===== src/logic/bus_pkg.sv =====
package bus_pkg;

    // ----------------------------------------
    // 64-bit request/response bus geometry
    // ----------------------------------------
    localparam int BUS_ADDR_W = 32;
    localparam int BUS_DATA_W = 64;
    localparam int BUS_STRB_W = 8;

    // Address bit that picks the upper 32-bit half of a bus word
    localparam int HALF_SEL_BIT = 2;

    // Low address bits cleared for word and double word alignment
    localparam int WORD_OFF_W  = 2;
    localparam int DWORD_OFF_W = 3;

    // ----------------------------------------
    // Transfer size codes (log2 of bytes)
    // ----------------------------------------
    typedef enum logic [2:0] {
        SIZE_WORD  = 3'd2,
        SIZE_DWORD = 3'd3
    } size_e;

endpackage


===== src/logic/core_port_pkg.sv =====
package core_port_pkg;

    // Core-side data path
    localparam int WORD_W  = 32;
    localparam int WSTRB_W = 4;

    // Ports merged by the arbiter
    typedef enum logic {
        PORT_DATA  = 1'b0,
        PORT_FETCH = 1'b1
    } port_e;

    // Which port has priority on the next contested grant
    typedef enum logic {
        ARB_FAIR_DATA  = 1'b0,
        ARB_FAIR_FETCH = 1'b1
    } arb_state_e;

    // Ownership queue of outstanding requests
    localparam int OWN_DEPTH = 2;
    localparam int OWN_PTR_W = $clog2(OWN_DEPTH);
    localparam int OWN_CNT_W = $clog2(OWN_DEPTH + 1);

endpackage


===== src/logic/wide_bus_if.sv =====
`timescale 1ns/10ps

interface wide_bus_if;

    // Request channel
    logic                           q_valid;
    logic                           q_ready;
    logic [bus_pkg::BUS_ADDR_W-1:0] q_addr;
    logic                           q_write;
    logic [bus_pkg::BUS_DATA_W-1:0] q_data;
    logic [bus_pkg::BUS_STRB_W-1:0] q_strb;
    bus_pkg::size_e                 q_size;

    // Response channel
    logic                           p_valid;
    logic                           p_ready;
    logic [bus_pkg::BUS_DATA_W-1:0] p_data;
    logic                           p_error;

    modport master (
        output q_valid, q_addr, q_write, q_data, q_strb, q_size,
        input  q_ready,
        input  p_valid, p_data, p_error,
        output p_ready
    );

    modport slave (
        input  q_valid, q_addr, q_write, q_data, q_strb, q_size,
        output q_ready,
        output p_valid, p_data, p_error,
        input  p_ready
    );

endinterface


===== src/logic/fetch_bridge.sv =====
`timescale 1ns/10ps

module fetch_bridge (
    input  logic                             clk_i,
    input  logic                             rst_ni,
    input  logic                             fetch_req_i,
    input  logic [bus_pkg::BUS_ADDR_W-1:0]   fetch_addr_i,
    output logic                             fetch_ack_o,
    output logic [core_port_pkg::WORD_W-1:0] fetch_rdata_o,
    wide_bus_if.master                       bus
);

    logic                           q_valid_q;
    logic                           pending_q;
    logic [bus_pkg::BUS_ADDR_W-1:0] q_addr_q;
    logic                           half_sel_q;
    logic                           q_fire;
    logic                           p_fire;

    assign q_fire = bus.q_valid & bus.q_ready;
    assign p_fire = bus.p_valid & bus.p_ready;

    // ----------------------------------------
    // Request side
    // ----------------------------------------

    // Single outstanding fetch, set on request transfer
    always_ff @(posedge clk_i or negedge rst_ni) begin
        if (!rst_ni) begin
            pending_q <= 1'b0;
        end else if (q_fire) begin
            pending_q <= 1'b1;
        end else if (p_fire) begin
            pending_q <= 1'b0;
        end
    end

    always_ff @(posedge clk_i or negedge rst_ni) begin
        if (!rst_ni) begin
            q_valid_q <= 1'b0;
        end else if (q_fire || pending_q) begin
            q_valid_q <= 1'b0;
        end else if (fetch_req_i) begin
            q_valid_q <= 1'b1;
        end
    end

    // Capture only while idle so the payload holds during a stall
    always_ff @(posedge clk_i) begin
        if (fetch_req_i && !q_valid_q && !pending_q) begin
            q_addr_q   <= {fetch_addr_i[bus_pkg::BUS_ADDR_W-1:bus_pkg::DWORD_OFF_W],
                           {bus_pkg::DWORD_OFF_W{1'b0}}};
            half_sel_q <= fetch_addr_i[bus_pkg::HALF_SEL_BIT];
        end
    end

    // Always a full double word read
    assign bus.q_valid = q_valid_q;
    assign bus.q_addr  = q_addr_q;
    assign bus.q_write = 1'b0;
    assign bus.q_data  = '0;
    assign bus.q_strb  = '1;
    assign bus.q_size  = bus_pkg::SIZE_DWORD;

    // ----------------------------------------
    // Response side
    // ----------------------------------------
    assign bus.p_ready   = 1'b1;
    assign fetch_ack_o   = p_fire;
    assign fetch_rdata_o = half_sel_q ? bus.p_data[bus_pkg::BUS_DATA_W-1:core_port_pkg::WORD_W]
                                      : bus.p_data[core_port_pkg::WORD_W-1:0];

    // No new request goes out while the previous fetch is unanswered
    a_no_req_while_pending : assert property (@(posedge clk_i) disable iff (!rst_ni)
        !(bus.q_valid && pending_q));

endmodule


===== src/logic/load_store_bridge.sv =====
`timescale 1ns/10ps

module load_store_bridge (
    input  logic                              clk_i,
    input  logic                              rst_ni,
    input  logic                              data_req_i,
    input  logic                              data_we_i,
    input  logic [bus_pkg::BUS_ADDR_W-1:0]    data_addr_i,
    input  logic [core_port_pkg::WORD_W-1:0]  data_wdata_i,
    input  logic [core_port_pkg::WSTRB_W-1:0] data_strb_i,
    output logic                              data_ack_o,
    output logic [core_port_pkg::WORD_W-1:0]  data_rdata_o,
    output logic                              data_error_o,
    wide_bus_if.master                        bus
);

    logic pending_q;
    logic half_sel_q;
    logic upper_half;
    logic q_fire;
    logic p_fire;

    assign upper_half = data_addr_i[bus_pkg::HALF_SEL_BIT];
    assign q_fire     = bus.q_valid & bus.q_ready;
    assign p_fire     = bus.p_valid & bus.p_ready;

    // Blocks a repeat of the held request until its response
    always_ff @(posedge clk_i or negedge rst_ni) begin
        if (!rst_ni) begin
            pending_q <= 1'b0;
        end else if (q_fire) begin
            pending_q <= 1'b1;
        end else if (p_fire) begin
            pending_q <= 1'b0;
        end
    end

    always_ff @(posedge clk_i) begin
        if (q_fire) begin
            half_sel_q <= upper_half;
        end
    end

    // ----------------------------------------
    // Request with lane placement
    // ----------------------------------------
    assign bus.q_valid = data_req_i & ~pending_q;
    assign bus.q_addr  = {data_addr_i[bus_pkg::BUS_ADDR_W-1:bus_pkg::WORD_OFF_W],
                          {bus_pkg::WORD_OFF_W{1'b0}}};
    assign bus.q_write = data_we_i;
    assign bus.q_size  = bus_pkg::SIZE_WORD;
    assign bus.q_strb  = upper_half ? {data_strb_i, {core_port_pkg::WSTRB_W{1'b0}}}
                                    : {{core_port_pkg::WSTRB_W{1'b0}}, data_strb_i};
    assign bus.q_data  = upper_half ? {data_wdata_i, {core_port_pkg::WORD_W{1'b0}}}
                                    : {{core_port_pkg::WORD_W{1'b0}}, data_wdata_i};

    // Response
    assign bus.p_ready    = data_req_i;
    assign data_ack_o     = p_fire;
    assign data_error_o   = p_fire & bus.p_error;
    assign data_rdata_o   = half_sel_q ? bus.p_data[bus_pkg::BUS_DATA_W-1:core_port_pkg::WORD_W]
                                       : bus.p_data[core_port_pkg::WORD_W-1:0];

    // Core must hold its address while the bus stalls the request
    a_addr_stable : assert property (@(posedge clk_i) disable iff (!rst_ni)
        (bus.q_valid && !bus.q_ready) |=> $stable(bus.q_addr));

endmodule


===== src/logic/bus_arbiter.sv =====
`timescale 1ns/10ps

module bus_arbiter (
    input  logic                           clk_i,
    input  logic                           rst_ni,
    wide_bus_if.slave                      fetch_bus,
    wide_bus_if.slave                      data_bus,
    output logic                           bus_q_valid_o,
    input  logic                           bus_q_ready_i,
    output logic [bus_pkg::BUS_ADDR_W-1:0] bus_q_addr_o,
    output logic                           bus_q_write_o,
    output logic [bus_pkg::BUS_DATA_W-1:0] bus_q_data_o,
    output logic [bus_pkg::BUS_STRB_W-1:0] bus_q_strb_o,
    output bus_pkg::size_e                 bus_q_size_o,
    input  logic                           bus_p_valid_i,
    output logic                           bus_p_ready_o,
    input  logic [bus_pkg::BUS_DATA_W-1:0] bus_p_data_i,
    input  logic                           bus_p_error_i
);

    core_port_pkg::arb_state_e           arb_state_q;
    core_port_pkg::port_e                sel_port;
    core_port_pkg::port_e                lock_port_q;
    core_port_pkg::port_e                own_q [core_port_pkg::OWN_DEPTH];
    core_port_pkg::port_e                head;
    logic                                lock_q;
    logic [core_port_pkg::OWN_PTR_W-1:0] wr_ptr_q;
    logic [core_port_pkg::OWN_PTR_W-1:0] rd_ptr_q;
    logic [core_port_pkg::OWN_CNT_W-1:0] count_q;
    logic                                room;
    logic                                owed;
    logic                                q_fire;
    logic                                p_fire;

    assign room   = (count_q != core_port_pkg::OWN_DEPTH);
    assign owed   = (count_q != '0);
    assign head   = own_q[rd_ptr_q];
    assign q_fire = bus_q_valid_o & bus_q_ready_i;
    assign p_fire = bus_p_valid_i & bus_p_ready_o;

    // ----------------------------------------
    // Request grant
    // ----------------------------------------

    // A stalled grant stays locked to its port until it transfers
    always_comb begin
        if (lock_q) begin
            sel_port = lock_port_q;
        end else if (fetch_bus.q_valid && data_bus.q_valid) begin
            if (arb_state_q == core_port_pkg::ARB_FAIR_FETCH) begin
                sel_port = core_port_pkg::PORT_FETCH;
            end else begin
                sel_port = core_port_pkg::PORT_DATA;
            end
        end else if (fetch_bus.q_valid) begin
            sel_port = core_port_pkg::PORT_FETCH;
        end else begin
            sel_port = core_port_pkg::PORT_DATA;
        end
    end

    always_comb begin
        if (sel_port == core_port_pkg::PORT_FETCH) begin
            bus_q_valid_o = room & fetch_bus.q_valid;
            bus_q_addr_o  = fetch_bus.q_addr;
            bus_q_write_o = fetch_bus.q_write;
            bus_q_data_o  = fetch_bus.q_data;
            bus_q_strb_o  = fetch_bus.q_strb;
            bus_q_size_o  = fetch_bus.q_size;
        end else begin
            bus_q_valid_o = room & data_bus.q_valid;
            bus_q_addr_o  = data_bus.q_addr;
            bus_q_write_o = data_bus.q_write;
            bus_q_data_o  = data_bus.q_data;
            bus_q_strb_o  = data_bus.q_strb;
            bus_q_size_o  = data_bus.q_size;
        end
    end

    assign fetch_bus.q_ready = room & bus_q_ready_i & (sel_port == core_port_pkg::PORT_FETCH);
    assign data_bus.q_ready  = room & bus_q_ready_i & (sel_port == core_port_pkg::PORT_DATA);

    always_ff @(posedge clk_i or negedge rst_ni) begin
        if (!rst_ni) begin
            arb_state_q <= core_port_pkg::ARB_FAIR_DATA;
            lock_q      <= 1'b0;
            lock_port_q <= core_port_pkg::PORT_DATA;
        end else begin
            lock_q      <= bus_q_valid_o & ~bus_q_ready_i;
            lock_port_q <= sel_port;
            // Winner hands priority to the other port
            if (q_fire) begin
                if (sel_port == core_port_pkg::PORT_FETCH) begin
                    arb_state_q <= core_port_pkg::ARB_FAIR_DATA;
                end else begin
                    arb_state_q <= core_port_pkg::ARB_FAIR_FETCH;
                end
            end
        end
    end

    // ----------------------------------------
    // Ownership queue
    // ----------------------------------------

    // Depth is a power of two so pointers wrap on their own
    always_ff @(posedge clk_i or negedge rst_ni) begin
        if (!rst_ni) begin
            wr_ptr_q <= '0;
            rd_ptr_q <= '0;
            count_q  <= '0;
        end else begin
            if (q_fire) begin
                wr_ptr_q <= wr_ptr_q + 1'b1;
            end
            if (p_fire) begin
                rd_ptr_q <= rd_ptr_q + 1'b1;
            end
            case ({q_fire, p_fire})
                2'b10:   count_q <= count_q + 1'b1;
                2'b01:   count_q <= count_q - 1'b1;
                default: count_q <= count_q;
            endcase
        end
    end

    always_ff @(posedge clk_i) begin
        if (q_fire) begin
            own_q[wr_ptr_q] <= sel_port;
        end
    end

    // Responses go to the owner at the head of the queue
    assign fetch_bus.p_valid = bus_p_valid_i & owed & (head == core_port_pkg::PORT_FETCH);
    assign data_bus.p_valid  = bus_p_valid_i & owed & (head == core_port_pkg::PORT_DATA);
    assign fetch_bus.p_data  = bus_p_data_i;
    assign data_bus.p_data   = bus_p_data_i;
    assign fetch_bus.p_error = bus_p_error_i;
    assign data_bus.p_error  = bus_p_error_i;
    assign bus_p_ready_o     = owed & ((head == core_port_pkg::PORT_FETCH) ? fetch_bus.p_ready
                                                                           : data_bus.p_ready);

    a_no_push_full : assert property (@(posedge clk_i) disable iff (!rst_ni)
        q_fire |-> (count_q != core_port_pkg::OWN_DEPTH));

    a_no_pop_empty : assert property (@(posedge clk_i) disable iff (!rst_ni)
        p_fire |-> (count_q != '0));

    a_valid_held : assert property (@(posedge clk_i) disable iff (!rst_ni)
        (bus_q_valid_o && !bus_q_ready_i) |=> bus_q_valid_o);

endmodule


===== src/logic/ext_mem_bridge_top.sv =====
`timescale 1ns/10ps

module ext_mem_bridge_top (
    input  logic                              clk_i,
    input  logic                              rst_ni,
    // Instruction fetch port
    input  logic                              fetch_req_i,
    input  logic [bus_pkg::BUS_ADDR_W-1:0]    fetch_addr_i,
    output logic                              fetch_ack_o,
    output logic [core_port_pkg::WORD_W-1:0]  fetch_rdata_o,
    // Load/store port
    input  logic                              data_req_i,
    input  logic                              data_we_i,
    input  logic [bus_pkg::BUS_ADDR_W-1:0]    data_addr_i,
    input  logic [core_port_pkg::WORD_W-1:0]  data_wdata_i,
    input  logic [core_port_pkg::WSTRB_W-1:0] data_strb_i,
    output logic                              data_ack_o,
    output logic [core_port_pkg::WORD_W-1:0]  data_rdata_o,
    output logic                              data_error_o,
    // 64-bit request/response bus
    output logic                              bus_q_valid_o,
    input  logic                              bus_q_ready_i,
    output logic [bus_pkg::BUS_ADDR_W-1:0]    bus_q_addr_o,
    output logic                              bus_q_write_o,
    output logic [bus_pkg::BUS_DATA_W-1:0]    bus_q_data_o,
    output logic [bus_pkg::BUS_STRB_W-1:0]    bus_q_strb_o,
    output bus_pkg::size_e                    bus_q_size_o,
    input  logic                              bus_p_valid_i,
    output logic                              bus_p_ready_o,
    input  logic [bus_pkg::BUS_DATA_W-1:0]    bus_p_data_i,
    input  logic                              bus_p_error_i
);

    wide_bus_if fetch_bus ();
    wide_bus_if data_bus ();

    // ----------------------------------------
    // Core-side bridges
    // ----------------------------------------
    fetch_bridge u_fetch_bridge (
        .clk_i         (clk_i),
        .rst_ni        (rst_ni),
        .fetch_req_i   (fetch_req_i),
        .fetch_addr_i  (fetch_addr_i),
        .fetch_ack_o   (fetch_ack_o),
        .fetch_rdata_o (fetch_rdata_o),
        .bus           (fetch_bus.master)
    );

    load_store_bridge u_load_store_bridge (
        .clk_i        (clk_i),
        .rst_ni       (rst_ni),
        .data_req_i   (data_req_i),
        .data_we_i    (data_we_i),
        .data_addr_i  (data_addr_i),
        .data_wdata_i (data_wdata_i),
        .data_strb_i  (data_strb_i),
        .data_ack_o   (data_ack_o),
        .data_rdata_o (data_rdata_o),
        .data_error_o (data_error_o),
        .bus          (data_bus.master)
    );

    // ----------------------------------------
    // Merge onto the external bus
    // ----------------------------------------
    bus_arbiter u_bus_arbiter (
        .clk_i         (clk_i),
        .rst_ni        (rst_ni),
        .fetch_bus     (fetch_bus.slave),
        .data_bus      (data_bus.slave),
        .bus_q_valid_o (bus_q_valid_o),
        .bus_q_ready_i (bus_q_ready_i),
        .bus_q_addr_o  (bus_q_addr_o),
        .bus_q_write_o (bus_q_write_o),
        .bus_q_data_o  (bus_q_data_o),
        .bus_q_strb_o  (bus_q_strb_o),
        .bus_q_size_o  (bus_q_size_o),
        .bus_p_valid_i (bus_p_valid_i),
        .bus_p_ready_o (bus_p_ready_o),
        .bus_p_data_i  (bus_p_data_i),
        .bus_p_error_i (bus_p_error_i)
    );

endmodule


===== config.mk =====
export PLATFORM = sky130hd
export DESIGN_NAME = ext_mem_bridge_top
export DESIGN_NICKNAME = d
export VERILOG_FILES = /design/src/logic/bus_pkg.sv /design/src/logic/core_port_pkg.sv /design/src/logic/wide_bus_if.sv /design/src/logic/fetch_bridge.sv /design/src/logic/load_store_bridge.sv /design/src/logic/bus_arbiter.sv /design/src/logic/ext_mem_bridge_top.sv
export SDC_FILE = /design/constraint.sdc
export NUM_CORES = 1
export LEC_CHECK = 0
export ABC_AREA = 0
export ABC_CLOCK_PERIOD_IN_PS = 6300
export BUFFER_PORTS_ARGS = -buffer_cell sky130_fd_sc_hd__buf_2
export CORE_AREA = 2 2 135 137
export CTS_CLUSTER_DIAMETER = 80
export DETAILED_ROUTE_END_ITERATION = 16
export DIE_AREA = 0 0 137 139
export PLACE_DENSITY_LB_ADDON = 0.1
export SETUP_SLACK_MARGIN = 0.02
export SYNTH_ARGS = -nofsm -noshare
export SYNTH_HDL_FRONTEND = slang
export SYNTH_HIERARCHICAL = 1
export SYNTH_SLANG_ARGS = --single-unit

===== constraint.sdc =====
create_clock -name clk_i -period 6.3 [get_ports clk_i]
set_input_delay 0.315 -clock clk_i [delete_from_list [all_inputs] [get_ports clk_i]]
set_output_delay 0.315 -clock clk_i [all_outputs]
set_load 0.01 [all_outputs]

==> impl_metrics.csv, run 1 <==
group,metric,value,unit
clock_network,cts_tree,"done",
pwr,p_int,1.671,mW
global_route,grt_pass1_vias,3994,
run,cap_violations,0,
setup_path,worst_setup_path_end_kind,"output port",
floorplanning,ios,349,
clock_network,clockBufferDepth,2,
synth,synth_warnings,6,
sta,timing.final.crit_period,2.923,ns
global_route,grt_max_degree,113,
place,place_congestion,0.7548,
synth,synth.avg_cell_area,11.08,µm²
floorplanning,fp.coreArea,17660,µm²
cells_and_area,mostFrequentLayoutCells,"buf_2 (340), mux2_4 (160), conb_1 (85)",
floorplanning,rows,49,
place,dp_hpwl,11.54,mm
sta,period_share,46.40,%
cells_and_area,nFillCells,1827,
synth,synth_area,6793,µm²
sta,rsz0062_at_grt,"false",
clock_network,cts_setup_buffers,0,
cells_and_area,final_cell_count_no_fill,1002,
floorplanning,die_area,19040,µm²
clock_network,hold_buffers,1,
routing,dr.first_iter.drc_count,96,
sta,worst_clock_skew,0.004806,ns
pwr,p_sw,1.019,mW
sta,fmax,0.3421,GHz
min_path,min_path_type,"in -> reg",
sta,drv_slew,0,
global_route,grt_usage,13.64,%
run_status,status,"finished clean",
routing,drtPass1Iterations,5,
sta,relSlewSlack,24.03,%
routing,ant_nets,0,
place,post-place-ws,3.552,ns
pwr,vdd_drop_max,343.2,µV
cells_and_area,utilization,40.07,%
routing,remaining_drc_errors,0,
clock_network,htreeDepth,2,
global_route,antenna_found_initial,1,
sta,worst_hold_slack,0.1959,ns
clock_network,root_buffer,"clkbuf_16",
sta,hold_viol_final,0,
clock_network,clkLatencyLatePin,0.29,ns
clock_network,cts_buffers,5,
place,io_buffers,340,
pwr,power_density,380.2,nW/µm²
floorplanning,die_y,139,µm
sta,worst_pin_slew,1.140,ns
cells_and_area,regArea,1241,µm²
floorplanning,initial_core_util,38.47,%
floorplanning,dieWidth,137,µm
setup_path,critPathMaxFanout,112,
cells_and_area,drive_gt1_share,68.13,%
sta,tns,0,ns
routing,viasPerCell,4.110,
setup_path,crit_arrival,2.61,ns
cells_and_area,multi_input_area,3615,µm²
clock_network,clk_pin_slew,0.06,ns
setup_path,start_kind,"register",
pwr,p_seq_share,16.4,%
place,dp_cells,992,
sta,setup_violations,0,
routing,via_count,4118,
pwr,combPwrFrac,71.2,%
setup_path,worst-setup-path-type,"reg -> out",
pwr,power.leakage,3.823,nW
clock_network,cts_resized,0,
routing,routedWlPerCell,14.16,µm
pwr,p_sw_share,37.90,%
routing,totalWireLength,14.19,mm
sta,setup_ws,3.377,ns
cells_and_area,final_common_cell,"buf_2",
pwr,pwr-share-clk,12.4,%
clock_network,cts.sinks,43,
cells_and_area,area_growth,4.163,%
cells_and_area,fin_nets,944,
synth,syn_inst,613,
global_route,grt.overflow.total,0,
global_route,grt_pass1_wl,20.51,mm
setup_path,critical_path_required,5.98,ns
[sequential cells by signal, indices dropped and copies added, names as in the netlist]
register                        flops
u_fetch_bridge/half_sel_q           1
u_load_store_bridge/pending_q       1
u_load_store_bridge/half_sel_q      1
u_bus_arbiter/count_q               2
u_bus_arbiter/lock_port_q           1
u_fetch_bridge/pending_q            1
u_bus_arbiter/lock_q                1
u_fetch_bridge/bus.q_addr          29
u_bus_arbiter/arb_state_q           1
u_bus_arbiter/wr_ptr_q              1
u_bus_arbiter/rd_ptr_q              1
u_fetch_bridge/bus.q_valid          1
u_bus_arbiter/own_q                 2
[final cells by class]
| cell class | instances | area share, % |
|---|---|---|
| well taps | 229 | 4.050 |
| flip-flops and latches | 43 | 17.54 |
| inverters | 2 | 0.1061 |
| clock buffers | 6 | 1.821 |
| clock inverters | 2 | 0.8488 |
| repair buffers | 344 | 24.51 |
| multi-input cells | 375 | 51.09 |
| diodes | 1 | 0.03537 |
[final timing paths]
check                      slack (ns)                              to  depth (start not counted)                     startpoint
min reg2reg                      0.47   u_load_store_bridge/pending_q                          1  u_load_store_bridge/pending_q
min in group asynchronous        0.42          u_bus_arbiter/rd_ptr_q                          2                         rst_ni
min                              0.20    u_fetch_bridge/bus.q_addr[6]                          1                fetch_addr_i[6]
max reg2reg                      3.84  u_load_store_bridge/half_sel_q                          6  u_load_store_bridge/pending_q
max in group asynchronous        5.68      u_fetch_bridge/bus.q_valid                          2                         rst_ni
max                              3.38                bus_q_addr_o[13]                          6  u_load_store_bridge/pending_q
[worst max-delay path: stages, from the launching register on]
cell	delay, ns
dfrtp_1	0.39
nor2b_1	0.31
nand2b_1	0.11
nand3b_2	0.16
nand2_8	0.62
mux2_4	0.55
buf_2	0.14
[power by group through the flow]
stage	registers (mW)	clock network, mW	logic, mW
after floorplan	0.434	0	1.68
after global placement	0.445	0	1.93
after detailed placement	0.446	0	1.95
after CTS	0.441	0.343	1.95
after global routing	0.452	0.351	2.06
final	0.441	0.334	1.92
[per-stage QoR]
stage,area (µm²),power (mW)
final,7076,2.690
after global routing,7076,2.859
after CTS,7073,2.737
after detailed placement,6874,2.392
after global placement,6874,2.372
after floorplan,7097,2.112
[layer usage]
layer  up-vias  routed length (µm)  GRT usage (%)
li1       2028                   -              -
met1      1884                5198          14.35
met2       191                7284          25.56
met3        15                1396          4.057
met4         0                 307          4.232
met5         -                   0              0
No activity file was read; power rests on OpenSTA's default activity.
==> inputs of run 2 (changes only) <==
--- a/config.mk
+++ b/config.mk
@@ -6,12 +6,12 @@
 export NUM_CORES = 1
 export LEC_CHECK = 0
 export ABC_AREA = 0
-export ABC_CLOCK_PERIOD_IN_PS = 6300
+export ABC_CLOCK_PERIOD_IN_PS = 3000
 export BUFFER_PORTS_ARGS = -buffer_cell sky130_fd_sc_hd__buf_2
-export CORE_AREA = 2 2 135 137
+export CORE_AREA = 2 2 137 139
 export CTS_CLUSTER_DIAMETER = 80
 export DETAILED_ROUTE_END_ITERATION = 16
-export DIE_AREA = 0 0 137 139
+export DIE_AREA = 0 0 139 141
 export PLACE_DENSITY_LB_ADDON = 0.1
 export SETUP_SLACK_MARGIN = 0.02
 export SYNTH_ARGS = -nofsm -noshare
==> constraint.sdc (replaced) <==
create_clock -name clk_i -period 3 [get_ports clk_i]
set_input_delay 0.15 -clock clk_i [delete_from_list [all_inputs] [get_ports clk_i]]
set_output_delay 0.15 -clock clk_i [all_outputs]
set_load 0.01 [all_outputs]
==> impl_metrics.csv, run 2 (synthesis gave the netlist of run 1 again) <==
group,metric,value,unit
place,dp_hpwl,10.79,mm
cells_and_area,fin_nets,948,
sta,hold_viol_final,0,
setup_path,critical_path_required,2.85,ns
cells_and_area,drive_gt1_share,68.17,%
floorplanning,initial_core_util,37.18,%
global_route,grt_pass1_wl,20.53,mm
floorplanning,fp.coreArea,18270,µm²
clock_network,cts.sinks,43,
routing,viasPerCell,4.039,
routing,routedWlPerCell,12.92,µm
clock_network,cts_tree,"done",
routing,dr.first_iter.drc_count,57,
place,io_buffers,340,
min_path,min_path_type,"in -> reg",
sta,worst_pin_slew,0.6252,ns
clock_network,hold_buffers,1,
pwr,power.leakage,3.836,nW
pwr,vdd_drop_max,459.5,µV
cells_and_area,final_common_cell,"buf_2",
global_route,grt_pass1_vias,4155,
floorplanning,rows,50,
clock_network,clockBufferDepth,2,
sta,setup_violations,0,
cells_and_area,nFillCells,1879,
run,cap_violations,0,
cells_and_area,mostFrequentLayoutCells,"buf_2 (340), mux2_4 (160), conb_1 (85)",
sta,timing.final.crit_period,2.488,ns
routing,totalWireLength,13.05,mm
place,place_congestion,0.7793,
sta,drv_slew,0,
sta,tns,0,ns
clock_network,clkLatencyLatePin,0.28,ns
setup_path,worst_setup_path_end_kind,"output port",
cells_and_area,largest_reg_flops,29,
clock_network,root_buffer,"clkbuf_16",
sta,relSlewSlack,58.32,%
routing,ant_nets,0,
routing,remaining_drc_errors,0,
global_route,antenna_found_initial,1,
floorplanning,die_area,19600,µm²
pwr,power_density,771.2,nW/µm²
setup_path,worst-setup-path-type,"reg -> out",
run_status,status,"finished clean",
floorplanning,dieWidth,139,µm
setup_path,start_kind,"register",
sta,rsz0062_at_grt,"false",
global_route,grt_max_degree,75,
sta,period_share,82.92,%
sta,worst_clock_skew,0.003380,ns
setup_path,crit_arrival,2.34,ns
sta,fmax,0.4020,GHz
clock_network,cts_resized,0,
clock_network,cts_setup_buffers,0,
routing,drtPass1Iterations,4,
global_route,grt.overflow.total,0,
clock_network,htreeDepth,2,
clock_network,clk_pin_slew,0.06,ns
setup_path,critPathMaxFanout,52,
cells_and_area,antenna_cells,0,
global_route,grt_usage,12.64,%
routing,via_count,4079,
pwr,finalPower,5.477,mW
floorplanning,ios,349,
cells_and_area,area_growth,4.550,%
floorplanning,die_y,141,µm
clock_network,cts_buffers,5,
run 2: final cells by class:
type	instances	area, µm²	share of cell area, %
Clock buffer	7	132.6	1.868
Clock inverter	1	30.03	0.4228
Inverter	2	7.507	0.1057
Multi-Input combinational cell	375	3621	50.99
Sequential cell	43	1241	17.48
Tap cell	234	292.8	4.123
Timing Repair Buffer	348	1777	25.02
run 2: power breakdown:
group / internal (mW) / switching, mW
combinational: 2.15 / 1.80
clock: 0.393 / 0.210
sequential: 0.830 / 0.0959
run 2: worst max-delay path: stages (launching register included):
cell      delay (ns)
dfrtp_1         0.52
nand3b_2        0.18
nand2_8         0.43
buf_4           0.39
mux2_4          0.33
buf_2           0.15
run 2: path summary, 6_finish.rpt:
| kind | from | end | slack [ns] | cells past startpoint |
|---|---|---|---|---|
| setup / recovery | u_fetch_bridge/bus.q_valid | bus_q_data_o[32] | 0.51 | 5 |
| hold / removal | fetch_addr_i[28] | u_fetch_bridge/bus.q_addr[28] | 0.04 | 1 |
| setup reg to reg | u_load_store_bridge/pending_q | u_load_store_bridge/half_sel_q | 1.15 | 6 |
| hold reg to reg | u_load_store_bridge/pending_q | u_load_store_bridge/pending_q | 0.47 | 1 |
| max in group asynchronous | rst_ni | u_fetch_bridge/pending_q | 2.53 | 2 |
| min in group asynchronous | rst_ni | u_bus_arbiter/count_q[0] | 0.27 | 2 |
run 2: per-layer routing:
metal  GRT usage (%)  share of wire (%)  wire [µm]  vias up
met5               0              0.038          5        -
met4           2.871                1.2        155        2
met3           3.295                8.1       1061       12
met1           13.73                 38       4931     1858
met2           24.47                 53       6899      175
li1                -                  -          -     2032
run 2: per-stage QoR:
step                      worst slack (ns)  util, %  area (µm²)  hold WS [ns]  instances
after CTS                           0.4862    38.88        7102       0.02857       1010
after detailed placement            0.7918    37.93        6929       0.03306       1001
after floorplan                     0.8973        -        7102       -0.1456        694
final                               0.5125    38.88        7102       0.03799       1010
after global routing                0.3753    38.88        7102       0.02729       1010
after global placement              0.8551    37.93        6929       0.03427       1001
